## src/lsu_pkg.sv

```systemverilog
package lsu_pkg;

  // --------------------------------------------------
  // Widths and sizes
  // --------------------------------------------------
  localparam int XLEN_W       = 64;
  localparam int BYTE_W       = 8;
  localparam int XLEN_B       = 8;
  localparam int BYTE_OFF_W   = $clog2(XLEN_B);
  localparam int OFFSET_W     = 12;
  localparam int DMEM_DEPTH   = 512;
  localparam int DMEM_INDEX_W = 9;
  // Valid byte addresses are 0 .. DMEM_BYTES-1
  localparam int DMEM_BYTES   = 4096;
  localparam int RD_W         = 5;
  localparam int TAG_W        = 4;

  // --------------------------------------------------
  // Encodings
  // --------------------------------------------------
  typedef enum logic [3:0] {
    OP_LB  = 4'd0,
    OP_LH  = 4'd1,
    OP_LW  = 4'd2,
    OP_LD  = 4'd3,
    OP_LBU = 4'd4,
    OP_LHU = 4'd5,
    OP_LWU = 4'd6,
    OP_SB  = 4'd7,
    OP_SH  = 4'd8,
    OP_SW  = 4'd9,
    OP_SD  = 4'd10
  } lsu_op_t;

  typedef enum logic [1:0] {
    SIZE_B  = 2'd0,
    SIZE_H  = 2'd1,
    SIZE_W  = 2'd2,
    SIZE_DW = 2'd3
  } lsu_size_t;

  typedef enum logic [2:0] {
    EXC_NONE             = 3'd0,
    EXC_LOAD_MISALIGN    = 3'd1,
    EXC_LOAD_ACC_FAULT   = 3'd2,
    EXC_STORE_MISALIGN   = 3'd3,
    EXC_STORE_ACC_FAULT  = 3'd4
  } lsu_except_t;

  // --------------------------------------------------
  // Bundles between stages
  // --------------------------------------------------
  typedef struct packed {
    logic                valid;
    lsu_op_t             op;
    logic [XLEN_W-1:0]   base;
    logic [OFFSET_W-1:0] offset;
    logic [XLEN_W-1:0]   st_data;
    logic [RD_W-1:0]     rd;
    logic [TAG_W-1:0]    tag;
  } lsu_issue_t;

  typedef struct packed {
    lsu_size_t size;
    logic      is_signed;
    logic      is_store;
  } lsu_ctrl_t;

  typedef struct packed {
    logic                    valid;
    logic                    write;
    logic [DMEM_INDEX_W-1:0] index;
    logic [XLEN_B-1:0]       byte_en;
    logic [XLEN_W-1:0]       wdata;
  } lsu_mem_req_t;

  // Operation state carried from EX1 onwards
  typedef struct packed {
    logic              valid;
    lsu_ctrl_t         ctrl;
    logic [XLEN_W-1:0] addr;
    logic [RD_W-1:0]   rd;
    logic [TAG_W-1:0]  tag;
    logic              except_valid;
    lsu_except_t       except_type;
  } lsu_stage_t;

  typedef struct packed {
    logic              valid;
    logic [TAG_W-1:0]  tag;
    logic              except_valid;
    lsu_except_t       except_type;
    logic [XLEN_W-1:0] tval;
  } lsu_done_t;

  typedef struct packed {
    logic              valid;
    logic [RD_W-1:0]   rd;
    logic [XLEN_W-1:0] data;
  } lsu_wb_t;

endpackage

```

## src/lsu_writeback.sv

```systemverilog
`timescale 1ns/1ps

module lsu_writeback
  import lsu_pkg::*;
(
  input  logic              i_clk,
  input  logic              i_reset_n,
  input  lsu_stage_t        i_ex2,
  input  logic [XLEN_W-1:0] i_ex2_data,
  output lsu_done_t         o_done,
  output lsu_wb_t           o_wb
);

  lsu_stage_t        r_ex3;
  logic [XLEN_W-1:0] r_ex3_data;

  always_ff @(posedge i_clk or negedge i_reset_n) begin
    if (!i_reset_n) begin
      r_ex3      <= '0;
      r_ex3_data <= '0;
    end else begin
      r_ex3      <= i_ex2;
      r_ex3_data <= i_ex2_data;
    end
  end

  // --------------------------------------------------
  // Done report for every operation
  // --------------------------------------------------
  assign o_done.valid        = r_ex3.valid;
  assign o_done.tag          = r_ex3.tag;
  assign o_done.except_valid = r_ex3.except_valid;
  assign o_done.except_type  = r_ex3.except_type;
  assign o_done.tval         = r_ex3.except_valid ? r_ex3.addr : '0;

  // Only loads write back and x0 is never written
  assign o_wb.valid = r_ex3.valid & ~r_ex3.ctrl.is_store & ~r_ex3.except_valid &
                      (r_ex3.rd != '0);
  assign o_wb.rd    = r_ex3.rd;
  assign o_wb.data  = r_ex3_data;

endmodule

```

## config.mk

```make
export PLATFORM = sky130hd
export DESIGN_NAME = lsu_writeback
export DESIGN_NICKNAME = d
export VERILOG_FILES = /design/src/lsu_pkg.sv /design/src/lsu_writeback.sv
export SDC_FILE = /design/constraint.sdc
export NUM_CORES = 1
export LEC_CHECK = 0
export ABC_AREA = 1
export BUFFER_PORTS_ARGS = -buffer_cell sky130_fd_sc_hd__buf_4
export CAP_MARGIN = 40
export CELL_PAD_IN_SITES_DETAIL_PLACEMENT = 1
export CELL_PAD_IN_SITES_GLOBAL_PLACEMENT = 2
export CORE_MARGIN = 2
export CORE_UTILIZATION = 24
export DETAILED_ROUTE_END_ITERATION = 6
export GPL_ROUTABILITY_DRIVEN = 0
export PLACE_DENSITY_LB_ADDON = 0.08
export SETUP_SLACK_MARGIN = 0.3
export SLEW_MARGIN = 25
export SYNTH_ARGS = -nofsm -noshare
export SYNTH_HDL_FRONTEND = slang
export SYNTH_SLANG_ARGS = --single-unit
```

## constraint.sdc

```tcl
create_clock -name i_clk -period 1.1 [get_ports i_clk]
set_input_delay 0.165 -clock i_clk [delete_from_list [all_inputs] [get_ports i_clk]]
set_output_delay 0.165 -clock i_clk [all_outputs]
set_load 0.01 [all_outputs]
```

# Word-level counts from Yosys, hierarchy flattened
# Index checks and enable logic that the tools add are counted.
# Widths: inputs -> output; s select.
[totals]
out_inout_bits = 143
regBits = 143
in_bits = 148
[classes]
bitwise_logic = 5
mux = 1
reduce_logical = 1
[op_table]
columns = ["cell", "n"]
rows = [
  ["$mux 64", 1],
  ["$reduce_bool 5->1", 1],
  ["$and 1x1->1", 3],
  ["$not 1->1", 2],
]

# Depth between registers and ports, before layout
[logic_depth]
word_depth = 4
ltp_mapped = 4
ltp_nobuf = 4

# Worst setup path before layout
# No wires, ideal clock.
[synth_timing]
path_kind = "flip-flop to output port"
startpoint = "reg r_ex3, in the netlist o_done[67]"
endpoint = "out o_wb[69] (netlist name)"
t_required_ns = 0.935
arrival_ns = 0.817
path_buffers = 1
stages_incl_launch_ff = 5
setup_slack_ns = 0.118
path_cell_list = "dfrtp_1 > buf_6 > nor3b_2 > nand2_1 > inv_1"
[synth_rtl]
columns = ["item", "line_no", "text"]
rows = [
  ["start: declaration", "lsu_writeback.sv:14", "lsu_stage_t r_ex3;"],
  ["start signal: assignment", "lsu_writeback.sv:22", "r_ex3 <= i_ex2;"],
  ["end: declaration", "lsu_writeback.sv:11", "output lsu_wb_t o_wb"],
]

==> run summary <==
RUN STATUS
--------------------------------------------------------------------------------
Run status ........................................................ finished, violations left
Violated checks ................................................... setup timing

STA
--------------------------------------------------------------------------------
Share of the cycle needed by the critical path after routing ......         144%
Max transition margin .............................................        84.3%
Setup repair after global routing missed its margin ...............          yes
Least-Margin Pin Slew .............................................     0.235 ns
Summed negative setup slack over all endpoints ....................    -29.37 ns
Setup-violating endpoint count in the final report ................           72
Highest attainable clock frequency ................................      632 MHz
Crit path time final ..............................................      1.58 ns
Number of max-slew violations in the final report .................            0
Least setup slack across all paths after layout ...................    -0.483 ns
Final hold violation count ........................................            0

WORST SETUP PATH
--------------------------------------------------------------------------------
Critical path endpoint category ...................................  output port
Cell-by-cell listing of the critical path ......................... buf_8 -> buf_16 -> nand2_2 -> inv_1 -> buf_4
Cell with the largest stage delay on the worst path ...............      dfrtp_2
CP Max Fanout .....................................................            6
Maximum single-stage delay on the critical path ...................      0.45 ns
Critical path required time .......................................      0.94 ns
Arrival time at the worst endpoint ................................      1.42 ns
Critical Path Source Type .........................................     register
Worst setup path category .........................................      reg2out

CLOCKING
--------------------------------------------------------------------------------
Clock root buffer .................................................    clkbuf_16
CTS buffer count ..................................................           17
Clock transition at path regs .....................................      0.07 ns
Deepest clock path buffer count ...................................            2
TritonCTS Sinks ...................................................          143
Clock tree from TritonCTS .........................................        built
Clock H-tree levels ...............................................            4

DRT
--------------------------------------------------------------------------------
Final antenna-violating net count .................................            0
DRC violations left ...............................................            0
Total iterations of the first detailed-routing run ................            3
Routed wire per std cell ..........................................      17.0 um
First-iteration detailed-routing DRC count ........................           64
Number of vias per cell ...........................................         3.86
Detailed-route wire length ........................................      16.9 mm
Total vias in the final route .....................................        3,827

JOB
--------------------------------------------------------------------------------
Reported max-cap violation count ..................................            0

SYNTHESIS
--------------------------------------------------------------------------------
Nets in the synthesized netlist ...................................          447
Instance count of the mapped netlist ..............................          299
Synthesized area ..................................................  0.00427 mm2
Register area share after synthesis ...............................        83.7%
Average footprint of a synthesized cell ...........................     14.3 um2
Count of unique library cells instantiated by Yosys ...............            9
Number of warnings printed during yosys synthesis .................            0
Number of flip-flops and latches in the synthesized netlist .......          143

FLOORPLAN
--------------------------------------------------------------------------------
Overall die width .................................................       137 um
Core area .........................................................   0.0174 mm2
IO Pins ...........................................................          291
Initial core utilization ..........................................        24.6%
Cell row count ....................................................           48
Die extent in y ...................................................       137 um
Area of the die ...................................................   0.0189 mm2

PLACE
--------------------------------------------------------------------------------
Placed cells ......................................................          803
Number of port buffers ............................................          287
DP Wirelength .....................................................      10.4 mm

GLOBAL ROUTE
--------------------------------------------------------------------------------
Largest net degree at the start of global routing .................           36
Total routing usage reported by global routing ....................        18.0%
Total gr overflow .................................................            0
Via count of the first global-routing pass ........................        4,461
Global-route wire length before repair ............................      24.6 mm
Number of antenna violations at the first check in global routing .            1

POWER AND IR DROP
--------------------------------------------------------------------------------
Static leakage ....................................................   0.00518 uW
Power per cell area ...............................................  1370 mW/mm2
Max rail drop VDD .................................................      1.06 mV

LAYOUT
--------------------------------------------------------------------------------
Proportion of layout cells with a drive suffix above 1 ............        60.8%
Synthesis-to-layout area growth ...................................         134%
Net count of the finished layout ..................................          901
Fin cells .........................................................          992

WORST HOLD PATH
--------------------------------------------------------------------------------
Worst hold path type ..............................................     in2async

==> flip-flops by register name, summed over array words and instances, names as in the netlist <==
register,count
o_done,9
o_wb,5
r_ex3,65
r_ex3_data,64
==> synthesized netlist by cell type (all sizes together) <==
library cell  number  area share (%)
dfrtp            143              84
inv               66             5.8
nand2             65             5.7
nor2               2            0.18
nor3b              1            0.29
buf               21             4.2
nand3              1            0.12
==> final timing paths <==
kind	slack (ns)	end	cells past startpoint	from
worst max-delay path	-0.48	o_done[18]	5	o_done[67]
min in group i_clk	0.40	r_ex3_data[45]	2	i_ex2_data[45]
max in group asynchronous	0.41	o_wb[66]	3	i_reset_n
worst min-delay path	0.24	o_done[69]	2	i_reset_n
==> area by class of cell <==
cell class / count / area [um2]
antenna: 1 / 2.50
clock buffer: 19 / 453
clock inverter: 13 / 139
fill: 1687 / 7380
inverter: 66 / 248
multi-input combinational: 69 / 713
sequential: 143 / 3580
tap: 225 / 282
timing repair buffer: 456 / 4560
==> cells in the final DEF, fill, tap and decap left out <==
cell type      count
clkinvlp_4         1
nand3_1            1
nor2_1             2
bufinv_16          1
diode_2            1
inv_8              2
inv_2             59
buf_4            155
clkinv_4           2
dlygate4sd3_1    144
clkbuf_8           2
buf_16             6
inv_6              7
dfrtp_1          142
nand2_1            4
nand2_4           57
buf_12             7
clkbuf_16         19
buf_6            141
dfrtp_2            1
inv_1              7
nor3b_4            1
buf_8              1
nand2_2            4
==> layer usage <==
layer,track usage (%),wire length (um)
met4,6.01,290
met5,0,0
met1,18.4,5730
met3,8.17,1680
met2,32.5,9180
==> cells by family (layout without fill, tap and decap cells) <==
logic type,after synthesis,after routing,synth area share (%)
buf+inv,87,554,9.96
flops,143,143,83.7
simple gates,69,69,6.30
other cells,0,1,0
==> report_power, final <==
group	switching (uW)	leakage, uW	internal [uW]	total [uW]
registers	177	0.00167	5530	5710
clock network	2400	0.000290	3320	5730
logic	817	0.00322	1400	2210
total	3400	0.00518	10200	13600
==> per-stage QoR <==
step / area [um2] / utilization [%] / hold WS, ns / total power [uW] / worst slack, ns
floorplan: 4360 / - / -0.131 / 6070 / 0.147
global placement: 6760 / 38.9 / 0.102 / 7050 / -0.0179
detailed placement: 6760 / 38.9 / 0.0990 / 7080 / -0.0550
CTS: 9410 / 54.2 / 0.219 / 13600 / -0.502
global route: 9980 / 57.5 / 0.230 / 14200 / -0.558
finish: 9980 / 57.5 / 0.240 / 13600 / -0.483
==> timing repair <==
item,CTS,global route
pin swaps,2,8
hold endpoints to repair,173,0
setup buffers,4,0
endpoints found under the setup margin,143,242
resized for setup,114,151
hold buffers,144,0
gates cloned,6,2
==> worst max-delay path, delay by kind of cell (launching register included) <==
family,cells,cell delay [ns]
buffers and inverters,4,0.50
flip-flops,1,0.45
AND/OR/NAND/NOR,1,0.05
No activity file was read; power rests on OpenSTA's default activity.
