`src/lsu_pkg.sv`:
```
package lsu_pkg;

  // --------------------------------------------------
  // Widths and sizes
  // --------------------------------------------------
  localparam int XLEN_W       = 64;
  localparam int BYTE_W       = 8;
  localparam int XLEN_B       = 8;
  localparam int BYTE_OFF_W   = $clog2(XLEN_B);
  localparam int OFFSET_W     = 12;
  localparam int DMEM_DEPTH   = 512;
  localparam int DMEM_INDEX_W = 9;
  // Valid byte addresses are 0 .. DMEM_BYTES-1
  localparam int DMEM_BYTES   = 4096;
  localparam int RD_W         = 5;
  localparam int TAG_W        = 4;

  // --------------------------------------------------
  // Encodings
  // --------------------------------------------------
  typedef enum logic [3:0] {
    OP_LB  = 4'd0,
    OP_LH  = 4'd1,
    OP_LW  = 4'd2,
    OP_LD  = 4'd3,
    OP_LBU = 4'd4,
    OP_LHU = 4'd5,
    OP_LWU = 4'd6,
    OP_SB  = 4'd7,
    OP_SH  = 4'd8,
    OP_SW  = 4'd9,
    OP_SD  = 4'd10
  } lsu_op_t;

  typedef enum logic [1:0] {
    SIZE_B  = 2'd0,
    SIZE_H  = 2'd1,
    SIZE_W  = 2'd2,
    SIZE_DW = 2'd3
  } lsu_size_t;

  typedef enum logic [2:0] {
    EXC_NONE             = 3'd0,
    EXC_LOAD_MISALIGN    = 3'd1,
    EXC_LOAD_ACC_FAULT   = 3'd2,
    EXC_STORE_MISALIGN   = 3'd3,
    EXC_STORE_ACC_FAULT  = 3'd4
  } lsu_except_t;

  // --------------------------------------------------
  // Bundles between stages
  // --------------------------------------------------
  typedef struct packed {
    logic                valid;
    lsu_op_t             op;
    logic [XLEN_W-1:0]   base;
    logic [OFFSET_W-1:0] offset;
    logic [XLEN_W-1:0]   st_data;
    logic [RD_W-1:0]     rd;
    logic [TAG_W-1:0]    tag;
  } lsu_issue_t;

  typedef struct packed {
    lsu_size_t size;
    logic      is_signed;
    logic      is_store;
  } lsu_ctrl_t;

  typedef struct packed {
    logic                    valid;
    logic                    write;
    logic [DMEM_INDEX_W-1:0] index;
    logic [XLEN_B-1:0]       byte_en;
    logic [XLEN_W-1:0]       wdata;
  } lsu_mem_req_t;

  // Operation state carried from EX1 onwards
  typedef struct packed {
    logic              valid;
    lsu_ctrl_t         ctrl;
    logic [XLEN_W-1:0] addr;
    logic [RD_W-1:0]   rd;
    logic [TAG_W-1:0]  tag;
    logic              except_valid;
    lsu_except_t       except_type;
  } lsu_stage_t;

  typedef struct packed {
    logic              valid;
    logic [TAG_W-1:0]  tag;
    logic              except_valid;
    lsu_except_t       except_type;
    logic [XLEN_W-1:0] tval;
  } lsu_done_t;

  typedef struct packed {
    logic              valid;
    logic [RD_W-1:0]   rd;
    logic [XLEN_W-1:0] data;
  } lsu_wb_t;

endpackage

```
`src/lsu_addr_stage.sv`:
```
`timescale 1ns/1ps

module lsu_addr_stage
  import lsu_pkg::*;
(
  input  logic         i_clk,
  input  logic         i_reset_n,
  input  lsu_issue_t   i_issue,
  output lsu_mem_req_t o_mem_req,
  output lsu_stage_t   o_ex1
);

  lsu_ctrl_t             w_ex0_ctrl;
  lsu_issue_t            r_ex1_issue;
  lsu_ctrl_t             r_ex1_ctrl;
  logic [XLEN_W-1:0]     w_ex1_addr;
  logic [BYTE_OFF_W-1:0] w_ex1_lane;
  logic [XLEN_B-1:0]     w_ex1_size_mask;
  logic                  w_ex1_misalign;
  logic                  w_ex1_acc_fault;
  logic                  w_ex1_except;
  lsu_except_t           w_ex1_except_type;

  // --------------------------------------------------
  // EX0 opcode decode
  // --------------------------------------------------
  always_comb begin
    case (i_issue.op)
      OP_LB   : w_ex0_ctrl = '{size: SIZE_B,  is_signed: 1'b1, is_store: 1'b0};
      OP_LH   : w_ex0_ctrl = '{size: SIZE_H,  is_signed: 1'b1, is_store: 1'b0};
      OP_LW   : w_ex0_ctrl = '{size: SIZE_W,  is_signed: 1'b1, is_store: 1'b0};
      OP_LD   : w_ex0_ctrl = '{size: SIZE_DW, is_signed: 1'b1, is_store: 1'b0};
      OP_LBU  : w_ex0_ctrl = '{size: SIZE_B,  is_signed: 1'b0, is_store: 1'b0};
      OP_LHU  : w_ex0_ctrl = '{size: SIZE_H,  is_signed: 1'b0, is_store: 1'b0};
      OP_LWU  : w_ex0_ctrl = '{size: SIZE_W,  is_signed: 1'b0, is_store: 1'b0};
      OP_SB   : w_ex0_ctrl = '{size: SIZE_B,  is_signed: 1'b0, is_store: 1'b1};
      OP_SH   : w_ex0_ctrl = '{size: SIZE_H,  is_signed: 1'b0, is_store: 1'b1};
      OP_SW   : w_ex0_ctrl = '{size: SIZE_W,  is_signed: 1'b0, is_store: 1'b1};
      OP_SD   : w_ex0_ctrl = '{size: SIZE_DW, is_signed: 1'b0, is_store: 1'b1};
      default : w_ex0_ctrl = '{size: SIZE_B,  is_signed: 1'b0, is_store: 1'b0};
    endcase
  end

  always_ff @(posedge i_clk or negedge i_reset_n) begin
    if (!i_reset_n) begin
      r_ex1_issue <= '0;
      r_ex1_ctrl  <= '0;
    end else begin
      r_ex1_issue <= i_issue;
      r_ex1_ctrl  <= w_ex0_ctrl;
    end
  end

  // --------------------------------------------------
  // EX1 address generation and check
  // --------------------------------------------------
  assign w_ex1_addr = r_ex1_issue.base +
                      {{(XLEN_W-OFFSET_W){r_ex1_issue.offset[OFFSET_W-1]}}, r_ex1_issue.offset};
  assign w_ex1_lane = w_ex1_addr[BYTE_OFF_W-1:0];

  always_comb begin
    case (r_ex1_ctrl.size)
      SIZE_H : begin
        w_ex1_size_mask = 8'h03;
        w_ex1_misalign  = w_ex1_lane[0];
      end
      SIZE_W : begin
        w_ex1_size_mask = 8'h0f;
        w_ex1_misalign  = |w_ex1_lane[1:0];
      end
      SIZE_DW : begin
        w_ex1_size_mask = 8'hff;
        w_ex1_misalign  = |w_ex1_lane;
      end
      default : begin
        w_ex1_size_mask = 8'h01;
        w_ex1_misalign  = 1'b0;
      end
    endcase
  end

  assign w_ex1_acc_fault = w_ex1_addr >= XLEN_W'(DMEM_BYTES);
  assign w_ex1_except    = r_ex1_issue.valid & (w_ex1_misalign | w_ex1_acc_fault);

  // Misalign ranks above access fault
  assign w_ex1_except_type = !w_ex1_except    ? EXC_NONE :
                             w_ex1_misalign   ? (r_ex1_ctrl.is_store ? EXC_STORE_MISALIGN :
                                                                       EXC_LOAD_MISALIGN) :
                             r_ex1_ctrl.is_store ? EXC_STORE_ACC_FAULT : EXC_LOAD_ACC_FAULT;

  // Request to data memory, data moved onto its byte lane
  assign o_mem_req.valid   = r_ex1_issue.valid & ~w_ex1_except;
  assign o_mem_req.write   = r_ex1_ctrl.is_store;
  assign o_mem_req.index   = w_ex1_addr[BYTE_OFF_W +: DMEM_INDEX_W];
  assign o_mem_req.byte_en = w_ex1_size_mask << w_ex1_lane;
  assign o_mem_req.wdata   = r_ex1_issue.st_data << {w_ex1_lane, 3'b000};

  assign o_ex1.valid        = r_ex1_issue.valid;
  assign o_ex1.ctrl         = r_ex1_ctrl;
  assign o_ex1.addr         = w_ex1_addr;
  assign o_ex1.rd           = r_ex1_issue.rd;
  assign o_ex1.tag          = r_ex1_issue.tag;
  assign o_ex1.except_valid = w_ex1_except;
  assign o_ex1.except_type  = w_ex1_except_type;

endmodule

```
`config.mk`:
```
export PLATFORM = sky130hd
export DESIGN_NAME = lsu_addr_stage
export DESIGN_NICKNAME = d
export VERILOG_FILES = /design/src/lsu_pkg.sv /design/src/lsu_addr_stage.sv
export SDC_FILE = /design/constraint.sdc
export NUM_CORES = 1
export LEC_CHECK = 0
export ABC_AREA = 1
export BUFFER_PORTS_ARGS = -buffer_cell sky130_fd_sc_hd__buf_2
export CAP_MARGIN = 20
export CORE_UTILIZATION = 51
export CTS_CLUSTER_DIAMETER = 200
export DETAILED_ROUTE_END_ITERATION = 7
export GPL_TIMING_DRIVEN = 0
export PLACE_DENSITY = 0.74
export SLEW_MARGIN = 10
export SYNTH_ARGS = -nofsm -noshare
export SYNTH_HDL_FRONTEND = slang
export SYNTH_SLANG_ARGS = --single-unit
export TNS_END_PERCENT = 50
```
`constraint.sdc`:
```
create_clock -name i_clk -period 4.5 [get_ports i_clk]
set_clock_uncertainty 0.05 [all_clocks]
set_input_delay 0 -clock i_clk [delete_from_list [all_inputs] [get_ports i_clk]]
set_output_delay 0 -clock i_clk [all_outputs]
set_load 0.03 [all_outputs]
```
Word level (Yosys, flattened, before mapping):

Memories as Yosys holds them, arrays and structs flattened. A register that Yosys moved wholly into a read port is not among the register bits.
Index checks and enable logic that the tools add are counted.

* bits in registers: 150
* ROM bits: 64
* bits of input ports: 156
* logic and storage cells: 27
* memories: 1

Memories
* (no name shown): depth 16, bits a word 4, rd ports 1, clocked after Yosys merged registers in 1, wr ports 0, line lsu_addr_stage.sv:28 `case (i_issue.op)`

* add/subtract/negate cells: 1
* $lt $le $gt $ge: 1
* equal/unequal tests: 3
* shift operators: 2
* muxes and demuxes: 6
* bitwise gates (word level): 4
* reduce and logical (&&, ||, !) cells: 3

Operators with widths (number)
* adder 64 bit: 1
* >= comparator 64 x 13 -> 1 bit, second input constant: 1
* left shift 64 x 6 -> 64 bit: 1
* case mux 8 bit (3 select lines): 1
* two-way mux 3 bit: 3
* left shift 8 x 3 -> 8 bit: 1
* == test 2 bit, second input constant: 2
* case mux 1 bit (3 select lines): 1
* OR reduction 3 bit: 1
* bitwise AND 1 bit: 2
* == test 2 x 1 -> 1 bit, second input constant: 1
* two-way mux 2 bit: 1
* OR reduction 2 bit: 1
* zero test 1 bit: 1
* inverter 1 bit: 1
* bitwise OR 1 bit: 1

Logic depth before layout (Yosys ltp):

* depth in word-level cells: 7
* depth in mapped cells: 23
* depth with buffers taken out: 22

Least setup slack after synthesis:

No wires, ideal clock.

* path kind: reg2out
* start: reg r_ex1_issue[84] (netlist name)
* end: out o_ex1[1] (netlist name)
* arrival: 3.563 ns
* required time: 4.450 ns
* setup slack: 0.887 ns
* stages on the path, launching flop included: 15
* cells stage by stage: dfrtp_1 > ha_1 > nand2_1 > nor2_1 > nand2_1 > inv_1 > nand2_1 > nand2_1 > xor2_1 > nor2_1 > nand2_1 > nor3_1 > nand4_1 > nand2_1 > nor2_1

RTL lines
* start, declared: line lsu_addr_stage.sv:14 `lsu_issue_t r_ex1_issue;`
* start signal, assigned: line lsu_addr_stage.sv:49 `r_ex1_issue <= i_issue;`
* end, declared: line lsu_addr_stage.sv:10 `output lsu_stage_t o_ex1`

Final worst setup path:

* start: reg r_ex1_issue[84] (netlist name)
* end: out o_ex1[3] (netlist name)

* word-level cells in the longest chain between the ends: 4

Ends and longest elaborated chain
* adder 64 bit: line lsu_addr_stage.sv:57 `assign w_ex1_addr = r_ex1_issue.base +`
* >= comparator 64 x 13 -> 1 bit: line lsu_addr_stage.sv:82 `assign w_ex1_acc_fault = w_ex1_addr >= XLEN_W'(DMEM_BYTES);`
* bitwise OR 1 bit: line lsu_addr_stage.sv:83 `assign w_ex1_except = r_ex1_issue.valid & (w_ex1_misalign | w_ex1_acc_fault);`
* bitwise AND 1 bit: line lsu_addr_stage.sv:83

Every way passes these cells.

==> results.toml <==
[drt]
drtIter0Drc = 1494
postRouteAntennaNets = 0
drc = 0
first_pass_iters = 6
wl_per_cell_um = 17.7
routed_wl_um = 51100
vias_per_cell = 5.26
route.vias.total = 15200

[worst_setup_path]
crit_top_cell = "nand2_1"
path_cells = "buf_12 -> ha_1 -> nand2_1 -> nor2_1 -> inv_1 -> nor3_2 -> and2_1 -> and2_1 -> nand2_1 -> nand2_1 -> nand2_1 -> nand2_1 -> nand2_1 -> nor2_1 -> nand2_1 -> nor2_1 -> nand4_1 -> nand2_1 -> inv_1 -> buf_4 -> buf_2"
cp_max_fo = 26
critPathKind = "register to output pin"
cp.arrival_ns = 4.24
required_ns = 4.45
crit_path_top_delay_cell = "dfrtp_4"
cp-start-kind = "register"
end_kind = "output pin"
critPathMaxStageDelay_ns = 0.60

[sta]
grt_setup_unrepaired = "false"
slew_headroom_pct = 40.3
period_minus_slack_ns = 4.29
fmaxAchievable_mhz = 233
whs_ns = 0.0102
worst_slew_pin_slew_ns = 0.886
drv_slew = 0
finalHoldViolCount = 0
fin_crit_sh_pct = 95.4
setup_viol = 0

[grt]
grt_pass1_wl_um = 76000
grt_pass1_vias = 14400
gr-total-overflow = 0
antenna_found_initial = 0
grt_max_degree = 100
track_usage_pct = 40.8

[cells_and_area]
antennaDiodeCount = 0
fin_area_um2 = 16700
final_layout_size_suffix_gt1_share_pct = 15.7
post_layout_nonfiller_instances = 2885
layout.nets = 2779
syn_to_final_growth_pct = 35.2

[yosys]
yosys_warnings = 0
synth.area.top_cells = "dfrtp_1 31%, nand2_1 24%, inv_1 14%"
async_flop_share_pct = 100
synthTopCellsByCount = "801 x nand2_1, 448 x inv_1, 178 x nor2_1"
syn_nets = 2277
synth_top_area_share_pct = 31.2
synthFlopType = "dfrtp_1"
ys_ff_latch = 154
synth.distinct_cells = 32
synth_edf_count = 0
synth.most_common_cell = "nand2_1"
syn_avg_cell_area_um2 = 6.03
netlist_area_um2 = 12400
synth.largest_area_cell = "dfrtp_1"
ys_seq_area_share_pct = 31.2
synthCells = 2051

[clock_tree]
cts.path.max_buffers = 2
cts_buffers = 17
tritoncts = "yes"
clk_pin_slew_ns = 0.07
cts_sinks = 154
htreeDepth = 4
root_buffer = "clkbuf_16"

[placement]
placedCellCount = 2692
io_buffers = 320
dp_hpwl_um = 38200
dpl_cell_area_um2 = 14400
routabilityCongestion = 1.10

[floorplan]
coreArea_um2 = 23600
pin_count = 321
die_x_um = 158
initial_core_util_pct = 52.3
dieArea_um2 = 24900
die_y_um = 158
num_rows = 56

[power]
p_leak_nw = 9.94
power_density_nw_per_um2 = 338
power.total_w = 0.00565
irDropWorstVdd_v = 0.000259

[job]
max_cap_violations = 0

[hold_path]
hp-class = "input pin to asynchronous set/reset pin"

[run_status]
status = "complete, no violations"
[sequential cells by signal (all words and copies together) (netlist names)]
register	count
o_ex1	14
r_ex1_issue	140
[worst max-delay path: cells and delay by family (launching register included)]
| family | cells | cell delay (ns) |
|---|---|---|
| adders and majority gates | 1 | 0.46 |
| buffers and inverters | 5 | 0.68 |
| DFF | 1 | 0.60 |
| and+or+nand+nor | 15 | 2.06 |
[placed cells by master, fill, tap and decap left out, types with 7 or more instances in the layout]
| master | instances |
|---|---|
| clkbuf_16 | 17 |
| nor2_2 | 9 |
| a21oi_1 | 55 |
| xor2_1 | 13 |
| o22ai_1 | 15 |
| dlygate4sd3_1 | 158 |
| clkbuf_1 | 31 |
| nand3b_1 | 20 |
| mux2i_1 | 7 |
| nand3_1 | 65 |
| buf_4 | 23 |
| buf_2 | 319 |
| ha_1 | 64 |
| nand2_1 | 801 |
| o21ai_0 | 102 |
| dfrtp_1 | 153 |
| inv_1 | 448 |
| nor2_1 | 173 |
| nor3_1 | 14 |
| nand4_1 | 20 |
[report_power, final]
group          total [W]  internal, W  switching [W]
sequential       0.00150      0.00145      0.0000434
combinational    0.00253     0.000741        0.00179
clock            0.00162     0.000871       0.000754
[cell families after synthesis]
family          Yosys count  synth area share (%)
simple gates           1116                  36.2
fa+ha+maj                70                  7.15
buf+inv                 502                  15.9
compound gates          187                  8.00
flops                   154                  31.2
mux                       7                 0.567
xor+xnor                 15                  1.06
[repair_timing]
| item | 4_1_cts | 5_1_grt |
|---|---|---|
| hold buffers | 158 | 0 |
| endpoints found under the hold margin | 308 | 0 |
| pin swaps | 0 | 1 |
| endpoints found under the setup margin | 1 | 4 |
| buffers inserted | 0 | 2 |
| resized for setup | 1 | 12 |
[metal layers]
layer	vias to the layer above	share of wire, %	global-route usage [%]
met2	972	48	70.2
met4	0	6.1	24.9
li1	7139	-	-
met1	6852	36	47.6
met3	198	9.7	6.60
met5	-	0	0
[area by class of cell]
class	count	area [um2]
Buffer	52	274
Clock buffer	18	439
Clock inverter	14	200
Fill cell	2030	6910
Inverter	450	1690
Multi-Input combinational cell	1395	6580
Sequential cell	154	3860
Tap cell	319	399
Timing Repair Buffer	483	3270
[per-stage QoR]
stage               setup slack (ns)  TNS (ns)  utilization (%)
detailed placement             0.446         0             61.1
floorplan                      0.887         0                -
global placement              -0.526     -1.73             60.8
global route                  0.0133         0             70.7
CTS                           0.0116         0             70.5
finish                         0.206         0             70.7
[worst max-delay path by stage]
stage	start	to	slack [ns]	cells past startpoint
after CTS	r_ex1_issue[84]	o_ex1[3]	0.01	21
after detailed placement	r_ex1_issue[84]	o_ex1[3]	0.45	21
final	r_ex1_issue[84]	o_ex1[3]	0.21	21
after global placement	r_ex1_issue[84]	o_ex1[3]	-0.53	20
after floorplan	r_ex1_issue[84]	o_ex1[1]	0.89	14
after global routing	r_ex1_issue[84]	o_ex1[3]	0.01	21
Note: power is estimated with default switching activity, not from simulation.
