==> src/lsu_pkg.sv <==
package lsu_pkg;

  // --------------------------------------------------
  // Widths and sizes
  // --------------------------------------------------
  localparam int XLEN_W       = 64;
  localparam int BYTE_W       = 8;
  localparam int XLEN_B       = 8;
  localparam int BYTE_OFF_W   = $clog2(XLEN_B);
  localparam int OFFSET_W     = 12;
  localparam int DMEM_DEPTH   = 512;
  localparam int DMEM_INDEX_W = 9;
  // Valid byte addresses are 0 .. DMEM_BYTES-1
  localparam int DMEM_BYTES   = 4096;
  localparam int RD_W         = 5;
  localparam int TAG_W        = 4;

  // --------------------------------------------------
  // Encodings
  // --------------------------------------------------
  typedef enum logic [3:0] {
    OP_LB  = 4'd0,
    OP_LH  = 4'd1,
    OP_LW  = 4'd2,
    OP_LD  = 4'd3,
    OP_LBU = 4'd4,
    OP_LHU = 4'd5,
    OP_LWU = 4'd6,
    OP_SB  = 4'd7,
    OP_SH  = 4'd8,
    OP_SW  = 4'd9,
    OP_SD  = 4'd10
  } lsu_op_t;

  typedef enum logic [1:0] {
    SIZE_B  = 2'd0,
    SIZE_H  = 2'd1,
    SIZE_W  = 2'd2,
    SIZE_DW = 2'd3
  } lsu_size_t;

  typedef enum logic [2:0] {
    EXC_NONE             = 3'd0,
    EXC_LOAD_MISALIGN    = 3'd1,
    EXC_LOAD_ACC_FAULT   = 3'd2,
    EXC_STORE_MISALIGN   = 3'd3,
    EXC_STORE_ACC_FAULT  = 3'd4
  } lsu_except_t;

  // --------------------------------------------------
  // Bundles between stages
  // --------------------------------------------------
  typedef struct packed {
    logic                valid;
    lsu_op_t             op;
    logic [XLEN_W-1:0]   base;
    logic [OFFSET_W-1:0] offset;
    logic [XLEN_W-1:0]   st_data;
    logic [RD_W-1:0]     rd;
    logic [TAG_W-1:0]    tag;
  } lsu_issue_t;

  typedef struct packed {
    lsu_size_t size;
    logic      is_signed;
    logic      is_store;
  } lsu_ctrl_t;

  typedef struct packed {
    logic                    valid;
    logic                    write;
    logic [DMEM_INDEX_W-1:0] index;
    logic [XLEN_B-1:0]       byte_en;
    logic [XLEN_W-1:0]       wdata;
  } lsu_mem_req_t;

  // Operation state carried from EX1 onwards
  typedef struct packed {
    logic              valid;
    lsu_ctrl_t         ctrl;
    logic [XLEN_W-1:0] addr;
    logic [RD_W-1:0]   rd;
    logic [TAG_W-1:0]  tag;
    logic              except_valid;
    lsu_except_t       except_type;
  } lsu_stage_t;

  typedef struct packed {
    logic              valid;
    logic [TAG_W-1:0]  tag;
    logic              except_valid;
    lsu_except_t       except_type;
    logic [XLEN_W-1:0] tval;
  } lsu_done_t;

  typedef struct packed {
    logic              valid;
    logic [RD_W-1:0]   rd;
    logic [XLEN_W-1:0] data;
  } lsu_wb_t;

endpackage

==> src/lsu_load_align.sv <==
`timescale 1ns/1ps

module lsu_load_align
  import lsu_pkg::*;
(
  input  logic              i_clk,
  input  logic              i_reset_n,
  input  lsu_stage_t        i_ex1,
  input  logic [XLEN_W-1:0] i_rdata,
  output lsu_stage_t        o_ex2,
  output logic [XLEN_W-1:0] o_ex2_data
);

  lsu_stage_t        r_ex2;
  logic [XLEN_W-1:0] w_shifted;
  logic [XLEN_W-1:0] w_fill;
  logic              w_sign_bit;

  // --------------------------------------------------
  // EX2 register, lines up with the memory read
  // --------------------------------------------------
  always_ff @(posedge i_clk or negedge i_reset_n) begin
    if (!i_reset_n) begin
      r_ex2 <= '0;
    end else begin
      r_ex2 <= i_ex1;
    end
  end

  // Addressed byte moved down to bit 0
  assign w_shifted = i_rdata >> {r_ex2.addr[BYTE_OFF_W-1:0], 3'b000};

  always_comb begin
    case (r_ex2.ctrl.size)
      SIZE_B  : w_sign_bit = w_shifted[BYTE_W-1];
      SIZE_H  : w_sign_bit = w_shifted[2*BYTE_W-1];
      SIZE_W  : w_sign_bit = w_shifted[4*BYTE_W-1];
      default : w_sign_bit = w_shifted[XLEN_W-1];
    endcase
  end

  // Upper bits, sign copies for LB/LH/LW and zeros otherwise
  assign w_fill = {XLEN_W{r_ex2.ctrl.is_signed & w_sign_bit}};

  // --------------------------------------------------
  // Size extension
  // --------------------------------------------------
  always_comb begin
    case (r_ex2.ctrl.size)
      SIZE_B : begin
        o_ex2_data = {w_fill[XLEN_W-1:BYTE_W], w_shifted[BYTE_W-1:0]};
      end
      SIZE_H : begin
        o_ex2_data = {w_fill[XLEN_W-1:2*BYTE_W], w_shifted[2*BYTE_W-1:0]};
      end
      SIZE_W : begin
        o_ex2_data = {w_fill[XLEN_W-1:4*BYTE_W], w_shifted[4*BYTE_W-1:0]};
      end
      default : begin
        o_ex2_data = w_shifted;
      end
    endcase
  end

  assign o_ex2 = r_ex2;

endmodule

==> config.mk <==
export PLATFORM = sky130hd
export DESIGN_NAME = lsu_load_align
export DESIGN_NICKNAME = d
export VERILOG_FILES = /design/src/lsu_pkg.sv /design/src/lsu_load_align.sv
export SDC_FILE = /design/constraint.sdc
export NUM_CORES = 1
export LEC_CHECK = 0
export ABC_AREA = 1
export BUFFER_PORTS_ARGS = -buffer_cell sky130_fd_sc_hd__buf_4
export CAP_MARGIN = 20
export CORE_ASPECT_RATIO = 1.25
export CORE_MARGIN = 2
export CORE_UTILIZATION = 25
export CTS_BUF_LIST = sky130_fd_sc_hd__clkbuf_8
export DETAILED_ROUTE_END_ITERATION = 16
export PLACE_DENSITY = 0.52
export SLEW_MARGIN = 15
export SYNTH_ARGS = -nofsm -noshare
export SYNTH_HDL_FRONTEND = slang
export SYNTH_SLANG_ARGS = --single-unit
==> constraint.sdc <==
create_clock -name i_clk -period 3.4 [get_ports i_clk]
set_input_delay 0.17 -clock i_clk [delete_from_list [all_inputs] [get_ports i_clk]]
set_output_delay 0.17 -clock i_clk [all_outputs]
set_load 0.01 [all_outputs]
* Word-level counts from Yosys, hierarchy flattened
Index checks and enable logic that the tools add are counted.
Widths: inputs -> output; s select.
** Storage, ports and cells
- Register bits after elaboration :: 82
- Input port bits :: 148
- Output and inout port bits :: 146
- Logic and storage cells :: 16
** Operators by class
- Eq/ne operators :: 2
- Shifts and indexed selects :: 1
- Multiplexer cells :: 2
- Bitwise logic cells :: 1
- Reductions and logical operators :: 1
** Operators with widths (number)
- $pmux 64 s3 :: 1
- $shr 64x6->64 :: 1
- $pmux 1 s3 :: 1
- $eq 2x1->1 const B :: 1
- $eq 2x2->1 const B :: 1
- $logic_not 2->1 :: 1
- $and 1x1->1 :: 1

* Depth between registers and ports, before layout
Gate-level depths: netlist of the first run.
- Depth after elaboration :: 4
- Depth in mapped cells :: 13
- Gate-level depth less buffers :: 11

* Least setup slack after synthesis of the first run
No wires, ideal clock.
- Path kind :: reg-to-output
- Start :: register r_ex2 (netlist bit o_ex2[14])
- End :: output o_ex2_data[10]
- Arrival :: 1.597 ns
- Slack :: 1.633 ns
- Stages on the path, launching flop included :: 11
- Path buffers :: 2
- Path through :: dfrtp_1 -> buf_2 -> inv_1 -> buf_4 -> nand3_1 -> nand3_1 -> nand2_1 -> a21oi_2 -> nand2_2 -> nand3_1 -> nand2_1
** Between the ends
- Word-level cells in the longest chain between the ends :: 4
** Ends and longest elaborated chain
- start, declared :: line lsu_load_align.sv:14 : lsu_stage_t r_ex2;
- start signal, assigned :: line lsu_load_align.sv:26 : r_ex2 <= i_ex1;
- $shr 64x6->64 * :: line lsu_load_align.sv:31 : assign w_shifted = i_rdata >> {r_ex2.addr[BYTE_OFF_W-1:0], 3'b000};
- $pmux 1 s3 :: line lsu_load_align.sv:34 : case (r_ex2.ctrl.size)
- $and 1x1->1 :: line lsu_load_align.sv:43 : assign w_fill = {XLEN_W{r_ex2.ctrl.is_signed & w_sign_bit}};
- $pmux 64 s3 * :: line lsu_load_align.sv:49 : case (r_ex2.ctrl.size)
- end, declared :: line lsu_load_align.sv:11 : output logic [XLEN_W-1:0] o_ex2_data
Every way passes the cells marked *; elsewhere a longest branch is shown, timed or not.

* Worst setup path in the final report of the first run
- Start :: register r_ex2 (netlist bit o_ex2[13])
- End :: output o_ex2_data[15]
Same word-level chain as after synthesis.

==> results.rst, run 1 <==
.. list-table::
   :header-rows: 1

   * - Metric
     - Value
   * - RSZ-0062 raised after global routing
     - false
   * - Number of register bits inferred by synthesis
     - 82
   * - Crit path capture type
     - output port
   * - Dominant cell by count in the synthesized netlist
     - sky130_fd_sc_hd__nand2_1
   * - Clock edge transition at the registers on the reported setup and hold paths
     - approximately 80 ps
   * - Antenna violations before repair
     - 0
   * - GRT Total Usage
     - 20.01%
   * - Area fraction in compound gates after synthesis
     - 14.88%
   * - Die Ht
     - 148.8 um
   * - CP Data Required Time
     - 3230 ps
   * - # nets final
     - 1,055
   * - Sum of negative setup slack
     - 0 ps
   * - Final slew viol count
     - 0
   * - Crit path cell chain
     - buf_4, nand2_1, nand3_1, nand3_1, nand2_1, a21oi_2, nand2_2, nand3_1, nand2_1, buf_4
   * - Synthesized Nets
     - 699
   * - Count of instances resized after the clock tree is built
     - 0
   * - Top fanout value on the critical path
     - 77
   * - Setup-failing EPs final
     - 0
   * - Gpl congestion
     - 0.8902
   * - Slowest cell on the critical path
     - sky130_fd_sc_hd__buf_4
   * - Max reg flops
     - 82
   * - Clk sinks
     - 82
   * - Post-synthesis cell count
     - 551
   * - Violation count after the first detailed-routing iteration
     - ~440
   * - Cts bufs inserted
     - 9
   * - Average wire per standard cell
     - 16.13 um
   * - Die extent in x
     - between 100 and 150 um
   * - Run status
     - finished clean
   * - Count of boundary I/O pins
     - around 290
   * - DRT Pass-1 Iters
     - 5
   * - Layout Cells excl Fill
     - 1,128
   * - Max-capacitance violation count
     - 0
   * - Netlist Area Pre-Place
     - 4195 um2
   * - Final critical-path share of the clock period
     - 82.79%
   * - Rel. slew slack
     - a little over half
   * - Largest area contributor in the synthesized netlist
     - sky130_fd_sc_hd__dfrtp_1
   * - Via count
     - 5,180
   * - Number of hold-slack violations in the final timing report
     - 0
   * - Residual antenna-violating net count after detailed routing
     - 0
   * - Simple-gate area share of the yosys netlist
     - 26.60%
   * - Placed Instances
     - around 1,000
   * - Maximum number of pins on one net before global-route repair
     - 83
   * - Post-synth cell types
     - 21
   * - Clock Tree Root
     - sky130_fd_sc_hd__clkbuf_8
   * - Via-to-Cell Ratio
     - 4.592
   * - Share of the synthesized area in the top cell type
     - 48.91%
   * - Crit path largest cell delay
     - 550 ps
   * - Total Wirelength
     - ~18,000 um
   * - Fmax achieved
     - 0.3553 GHz
   * - Effective utilization at floorplan
     - about a quarter
   * - Post-route DRC violation count
     - 0
   * - Maximum number of buffers from clock root to sink
     - 2
   * - Via count of the first global-routing pass
     - between 5,000 and 6,000
   * - Synthesis-to-finish area growth
     - 80.02%
   * - Standby leakage power
     - 4.048 nW
   * - Post-Synth Adder-Cell Area
     - 0%
   * - Main flop type after synthesis
     - sky130_fd_sc_hd__dfrtp_1
   * - Tightest Hold Check Type
     - input pin to asynchronous set/reset pin
   * - Synth area leaders
     - sky130_fd_sc_hd__dfrtp_1 49%, sky130_fd_sc_hd__nand2_1 19%, sky130_fd_sc_hd__o21ai_0 7.9%
   * - Worst slack on hold paths
     - 322.5 ps
   * - Dominant combinational cell family by area after synthesis
     - simple AND/OR/NAND/NOR gates
   * - Data arrival time at the worst-slack endpoint
     - roughly 2600 ps
   * - Total number of placement rows
     - 52
   * - Number of antenna cells inserted
     - 0
   * - Peak ir drop on the vdd network
     - slightly below 0.4 mV
   * - EDFF count, synth
     - 0
   * - Remaining global-route overflow
     - 0
   * - Classification of the worst setup path
     - register to output port
   * - H-tree levels
     - 3
   * - Time the worst path needs with I/O delays and setup
     - about 2800 ps
   * - Worst-Margin Slew
     - 714.2 ps
   * - FFs w/ async S/R, synth
     - 100.0%
   * - Total of buffers placed on input and output ports
     - 293
   * - CTS tree
     - done
   * - Worst setup SP type
     - register
   * - Global-route wire length before repair
     - approximately 28,000 um
   * - Detailed-placement wirelength estimate
     - 13,710 um
   * - Power density normalized to cell area
     - 326.0 nW/um2
   * - Top cells by count, synth
     - 213 x sky130_fd_sc_hd__nand2_1, 82 x sky130_fd_sc_hd__dfrtp_1, 66 x sky130_fd_sc_hd__o21ai_0, 42 x sky130_fd_sc_hd__nand3_1, 38 x sky130_fd_sc_hd__inv_1
   * - Register area share after synthesis
     - 48.91%
   * - Die area
     - around 18,000 um2
   * - Share of cells above drive strength 1
     - 35.75%
   * - Synthesized-area fraction occupied by xor and xnor cells
     - 0%
   * - Warning count from the yosys run
     - 0
   * - Share of cell area taken by muxes after synthesis
     - 1.193%
   * - Core Box Area
     - 16,330 um2
   * - Mean cell area of the mapped netlist
     - approximately 7.6 um2
## area by class of cell
type | count | area [um2]
fill | 1579 | 8778
sequential | 82 | 2054
multi-input combinational | 390 | 1793
clock inverter | 7 | 53.80
inverter | 39 | 146.4
clock buffer | 9 | 123.9
tap | 216 | 270.3
timing repair buffer | 385 | 3110
## power breakdown
part           internal, W  switching, W  leakage, nW  total, W
Sequential         0.00102     0.0000244        0.953   0.00105
Clock             0.000270      0.000367       0.0822  0.000636
Combinational     0.000397      0.000381         3.01  0.000778
Total              0.00169      0.000772         4.05   0.00246
## worst max path at each step
stage          cells after the start  startpoint             end  slack, ps
2_1_floorplan                     10   o_ex2[14]  o_ex2_data[10]       1630
3_3_place_gp                      10   o_ex2[13]  o_ex2_data[11]       1000
3_5_place_dp                      10   o_ex2[13]  o_ex2_data[38]        960
4_1_cts                           10   o_ex2[13]  o_ex2_data[38]        550
5_1_grt                           10   o_ex2[13]  o_ex2_data[15]        300
6_report                          10   o_ex2[13]  o_ex2_data[15]        590
## cell usage in the layout, fill, tap and decap left out, types with 2 or more instances in the layout
master / n
sky130_fd_sc_hd__dlygate4sd3_1: 83
sky130_fd_sc_hd__buf_4: 301
sky130_fd_sc_hd__o31ai_1: 3
sky130_fd_sc_hd__a21oi_1: 20
sky130_fd_sc_hd__nand2_1: 213
sky130_fd_sc_hd__nor2_1: 13
sky130_fd_sc_hd__dfrtp_1: 80
sky130_fd_sc_hd__inv_1: 38
sky130_fd_sc_hd__inv_6: 2
sky130_fd_sc_hd__o211ai_1: 17
sky130_fd_sc_hd__clkbuf_8: 9
sky130_fd_sc_hd__nand3_4: 2
sky130_fd_sc_hd__nand4_1: 2
sky130_fd_sc_hd__nand3_1: 42
sky130_fd_sc_hd__o21ai_0: 66
sky130_fd_sc_hd__dfrtp_2: 2
sky130_fd_sc_hd__clkinvlp_4: 3
sky130_fd_sc_hd__o221ai_1: 4
sky130_fd_sc_hd__mux2i_1: 5
## layer usage
metal	wire length, um	part of all wire (%)	up-vias	GRT usage [%]
met5	0	0	-	0
met4	384	2.1	0	6.176
met3	1699	9.3	28	5.810
met2	9104	50	280	35.14
met1	7010	39	2377	23.57
li1	-	-	2495	-
## repair_timing
action	CTS	global route
hold buffers	82	1
endpoints found under the hold margin	82	39
buffers inserted	0	0
## stage by stage
step	total power, W	setup WS [ps]	instance area [um2]	utilization, %
final	0.002462	585.2	7552	46.25
after global routing	0.002606	301.1	7552	46.25
after CTS	0.002480	551.7	7522	46.06
after detailed placement	0.001764	959.1	6524	39.95
after global placement	0.001759	1001	6524	39.95
after floorplan	0.001351	1633	4195	-
## kinds of logic after synthesis
group | count (synthesis)
multiplexers | 5
AO/OA/AOI/OAI | 111
flip-flops | 82
AND/OR/NAND/NOR | 274
buffers and inverters | 79
## worst max-delay path, delay by kind of cell, from the launching register on
| family | cells | cell delay, ps |
|---|---|---|
| buffers and inverters | 2 | 690 |
| and+or+nand+nor | 7 | 1160 |
| DFF | 1 | 370 |
| AOI/OAI and AO/OA | 1 | 70 |
Note: power is estimated with default switching activity, not from simulation.
==> run 2, diff against run 1 <==
ABC_AREA = 0   (was 1)
PLACE_DENSITY = 0.53   (was 0.52)
clock period = 2.4 ns   (was 3.4 ns; I/O delays follow)
==> run 2 against run 1 <==
Effect of this change: first-iteration DRC count fell by 40%; highest routed layer unchanged; routed wire length rose by 11%; area after synthesis rose by 7.8%; largest power group unchanged; non-clock buffer count rose by 22; flip-flop and latch count did not move; design area rose by 8.0%; critical path type unchanged; total power rose by 54%.
==> results.rst, run 2 <==
.. list-table::
   :header-rows: 1

   * - Metric
     - Value
   * - Simple-gate area share of the yosys netlist
     - 12.95%
   * - H-tree levels
     - 3
   * - Total Wirelength
     - 20,150 um
   * - Met3 Track Usage GR
     - 5.292%
   * - Clock edge transition at the registers on the reported setup and hold paths
     - 90 ps
   * - Number of register bits inferred by synthesis
     - 82
   * - Number of antenna cells inserted
     - 0
   * - Sequential Area
     - 2058 um2
   * - Mean cell area of the mapped netlist
     - 11.16 um2
   * - Total of buffers placed on input and output ports
     - roughly 290
   * - RSZ-0062 raised after global routing
     - true
   * - Violation count after the first detailed-routing iteration
     - 266
   * - Count of boundary I/O pins
     - 294
   * - Synthesis-to-finish area growth
     - 80.35%
   * - Share of the synthesized area in the top cell type
     - between 40% and 50%
   * - Share of cell area taken by muxes after synthesis
     - approximately a fifth
   * - Area fraction in compound gates after synthesis
     - 16.30%
   * - Synth area leaders
     - sky130_fd_sc_hd__dfrtp_1 45%, sky130_fd_sc_hd__mux2i_1 11%, sky130_fd_sc_hd__mux2_2 6.2%
   * - Most frequent cells in the layout
     - 314 x sky130_fd_sc_hd__buf_4, 83 x sky130_fd_sc_hd__dlygate4sd3_1, 79 x sky130_fd_sc_hd__dfrtp_1
   * - Final slew viol count
     - 0
   * - Largest area contributor in the synthesized netlist
     - sky130_fd_sc_hd__dfrtp_1
   * - Cts bufs inserted
     - 9
   * - Max reg flops
     - 82
   * - Final critical-path share of the clock period
     - 97.36%
   * - Average wire per standard cell
     - 19.79 um
   * - CTS tree
     - done
   * - Worst setup SP type
     - register
   * - # nets final
     - 933
   * - Crit path capture type
     - output port
   * - FFs w/ async S/R, synth
     - 100.0%
   * - Die Ht
     - 154.3 um
   * - Post-synthesis cell count
     - between 400 and 500
   * - Post-synth cell types
     - 41
   * - Rel. slew slack
     - 65.52%
   * - Post-route standard cell area excluding fillers
     - 8153 um2
   * - Standby leakage power
     - 3.926 nW
   * - Post-Synth Adder-Cell Area
     - 0%
   * - Gpl congestion
     - ~0.86
   * - Number of hold-slack violations in the final timing report
     - 0
   * - Placed Instances
     - 913
   * - Via-to-Cell Ratio
     - just under 5
   * - Total number of placement rows
     - 55
   * - Maximum number of pins on one net before global-route repair
     - slightly above 50
   * - Power density normalized to cell area
     - 466.0 nW/um2
   * - Die extent in x
     - between 100 and 150 um
   * - Data arrival time at the worst-slack endpoint
     - 2220 ps
   * - Global-route wire length before repair
     - 30,700 um
   * - Netlist Area Pre-Place
     - 4521 um2
   * - Tightest Hold Check Type
     - input pin to asynchronous set/reset pin
   * - Time the worst path needs with I/O delays and setup
     - between 2000 and 2500 ps
   * - Top cells by count, synth
     - 82 x sky130_fd_sc_hd__dfrtp_1, 50 x sky130_fd_sc_hd__mux2i_1, 38 x sky130_fd_sc_hd__nand2_1, 25 x sky130_fd_sc_hd__mux2_2, 25 x sky130_fd_sc_hd__nand4_1
   * - Setup-failing EPs final
     - 0
   * - Main flop type after synthesis
     - sky130_fd_sc_hd__dfrtp_1
   * - Met2 Use GR
     - 36.95%
   * - GRT Total Usage
     - between 20% and 30%
   * - Warning count from the yosys run
     - 0
   * - Area taken by multi-input logic gates
     - 2267 um2
   * - Clk sinks
     - 82
   * - Worst-Margin Slew
     - 517.2 ps
   * - Synthesized Nets
     - 553
   * - Peak ir drop on the vdd network
     - approximately 0.52 mV
   * - Dominant combinational cell family by area after synthesis
     - multiplexers
   * - Final-layout fill cell count
     - around 1,700
   * - Remaining global-route overflow
     - 0
   * - Most common cell after layout, fill and taps aside
     - sky130_fd_sc_hd__buf_4
   * - Core Box Area
     - 17,890 um2
   * - EDFF count, synth
     - 0
   * - Run status
     - finished clean
   * - Instance area at placement
     - between 6000 and 7000 um2
   * - Post-route DRC violation count
     - 0
   * - Classification of the worst setup path
     - register to output port
   * - Top Usage Layer GRT
     - met2
   * - Synthesized-area fraction occupied by xor and xnor cells
     - 0%
   * - Maximum number of buffers from clock root to sink
     - 2
   * - DRT Pass-1 Iters
     - 4
   * - Register area share after synthesis
     - 45.39%
   * - Via count of the first global-routing pass
     - between 5,000 and 6,000
   * - Clock Tree Root
     - sky130_fd_sc_hd__clkbuf_8
   * - Max-capacitance violation count
     - 0
   * - Fmax achieved
     - 0.4279 GHz
   * - Residual antenna-violating net count after detailed routing
     - 0
   * - Top fanout value on the critical path
     - 7
   * - Detailed-placement wirelength estimate
     - between 15,000 and 20,000 um
   * - Share of cells above drive strength 1
     - roughly half
   * - CP Data Required Time
     - 2280 ps
   * - Fraction of met1 tracks used by global routing
     - 23.71%
   * - Dominant cell by count in the synthesized netlist
     - sky130_fd_sc_hd__dfrtp_1
   * - Via count
     - between 4,000 and 5,000
   * - Layout Cells excl Fill
     - roughly 1,000
   * - Antenna violations before repair
     - 0
   * - Die area
     - ~19,000 um2
   * - Effective utilization at floorplan
     - approximately 25%
[run 2: cell families after synthesis]
family	after synthesis
flops	82
buf+inv	41
mux	80
compound gates	90
simple gates	112
[run 2: report_power, final]
part / leakage (nW) / internal, W / switching, W
combinational: 2.88 / 0.000695 / 0.000598
clock: 0.0952 / 0.000488 / 0.000530
sequential: 0.953 / 0.00145 / 0.0000375
total: 3.93 / 0.00263 / 0.00117
[run 2: cell type report]
class | count | area share [%]
flip-flops and latches | 82 | 25.25
clock inverters | 7 | 0.9362
well taps | 228 | 3.499
inverters | 3 | 0.1381
multi-input cells | 282 | 27.81
repair buffers | 407 | 40.85
clock buffers | 9 | 1.519
[run 2: what timing repair did]
action / 4_1_cts / 5_1_grt
buffers inserted: 1 / 5
hold endpoints to repair: 121 / 0
hold buffers: 83 / 0
pin swaps: 1 / 3
setup endpoints to repair: 40 / 49
gates resized for setup: 3 / 18
[run 2: layer usage]
metal	wire length, um	share of wire (%)
met5	0	0
met3	1552	7.7
met1	7724	38
met4	325	1.6
met2	10550	52
[run 2: critical path, stage by stage, from the launching register on]
cell and delay (ps):
sky130_fd_sc_hd__dfrtp_2 430, sky130_fd_sc_hd__buf_12 140, sky130_fd_sc_hd__mux2i_4 200, sky130_fd_sc_hd__a22oi_2 330, sky130_fd_sc_hd__a41oi_4 180, sky130_fd_sc_hd__buf_12 170, sky130_fd_sc_hd__buf_4 150, sky130_fd_sc_hd__a21oi_2 120
sky130_fd_sc_hd__buf_4 140
[run 2: through the flow]
| stage | utilization (%) | setup slack (ps) | total power [W] | hold slack, ps | setup TNS, ps |
|---|---|---|---|---|---|
| after CTS | 44.78 | -25.83 | 0.003809 | 276.8 | -25.83 |
| after global routing | 45.57 | -24.88 | 0.004012 | 326.4 | -63.36 |
| after detailed placement | 38.91 | 201.1 | 0.002665 | 139.0 | 0 |
| after floorplan | - | 653.5 | 0.002000 | -175.6 | 0 |
| after global placement | 38.91 | 308.6 | 0.002652 | 138.6 | 0 |
| final | 45.57 | 63.24 | 0.003800 | 278.4 | 0 |
[run 2: worst paths after layout]
check / from / end / slack (ps) / cells after the start
max: o_ex2[14] / o_ex2_data[16] / 60 / 8
min: i_reset_n / o_ex2[16] / 280 / 2
max in group asynchronous: i_reset_n / o_ex2[11] / 1400 / 3
min in group i_clk: i_ex1[38] / o_ex2[38] / 400 / 2
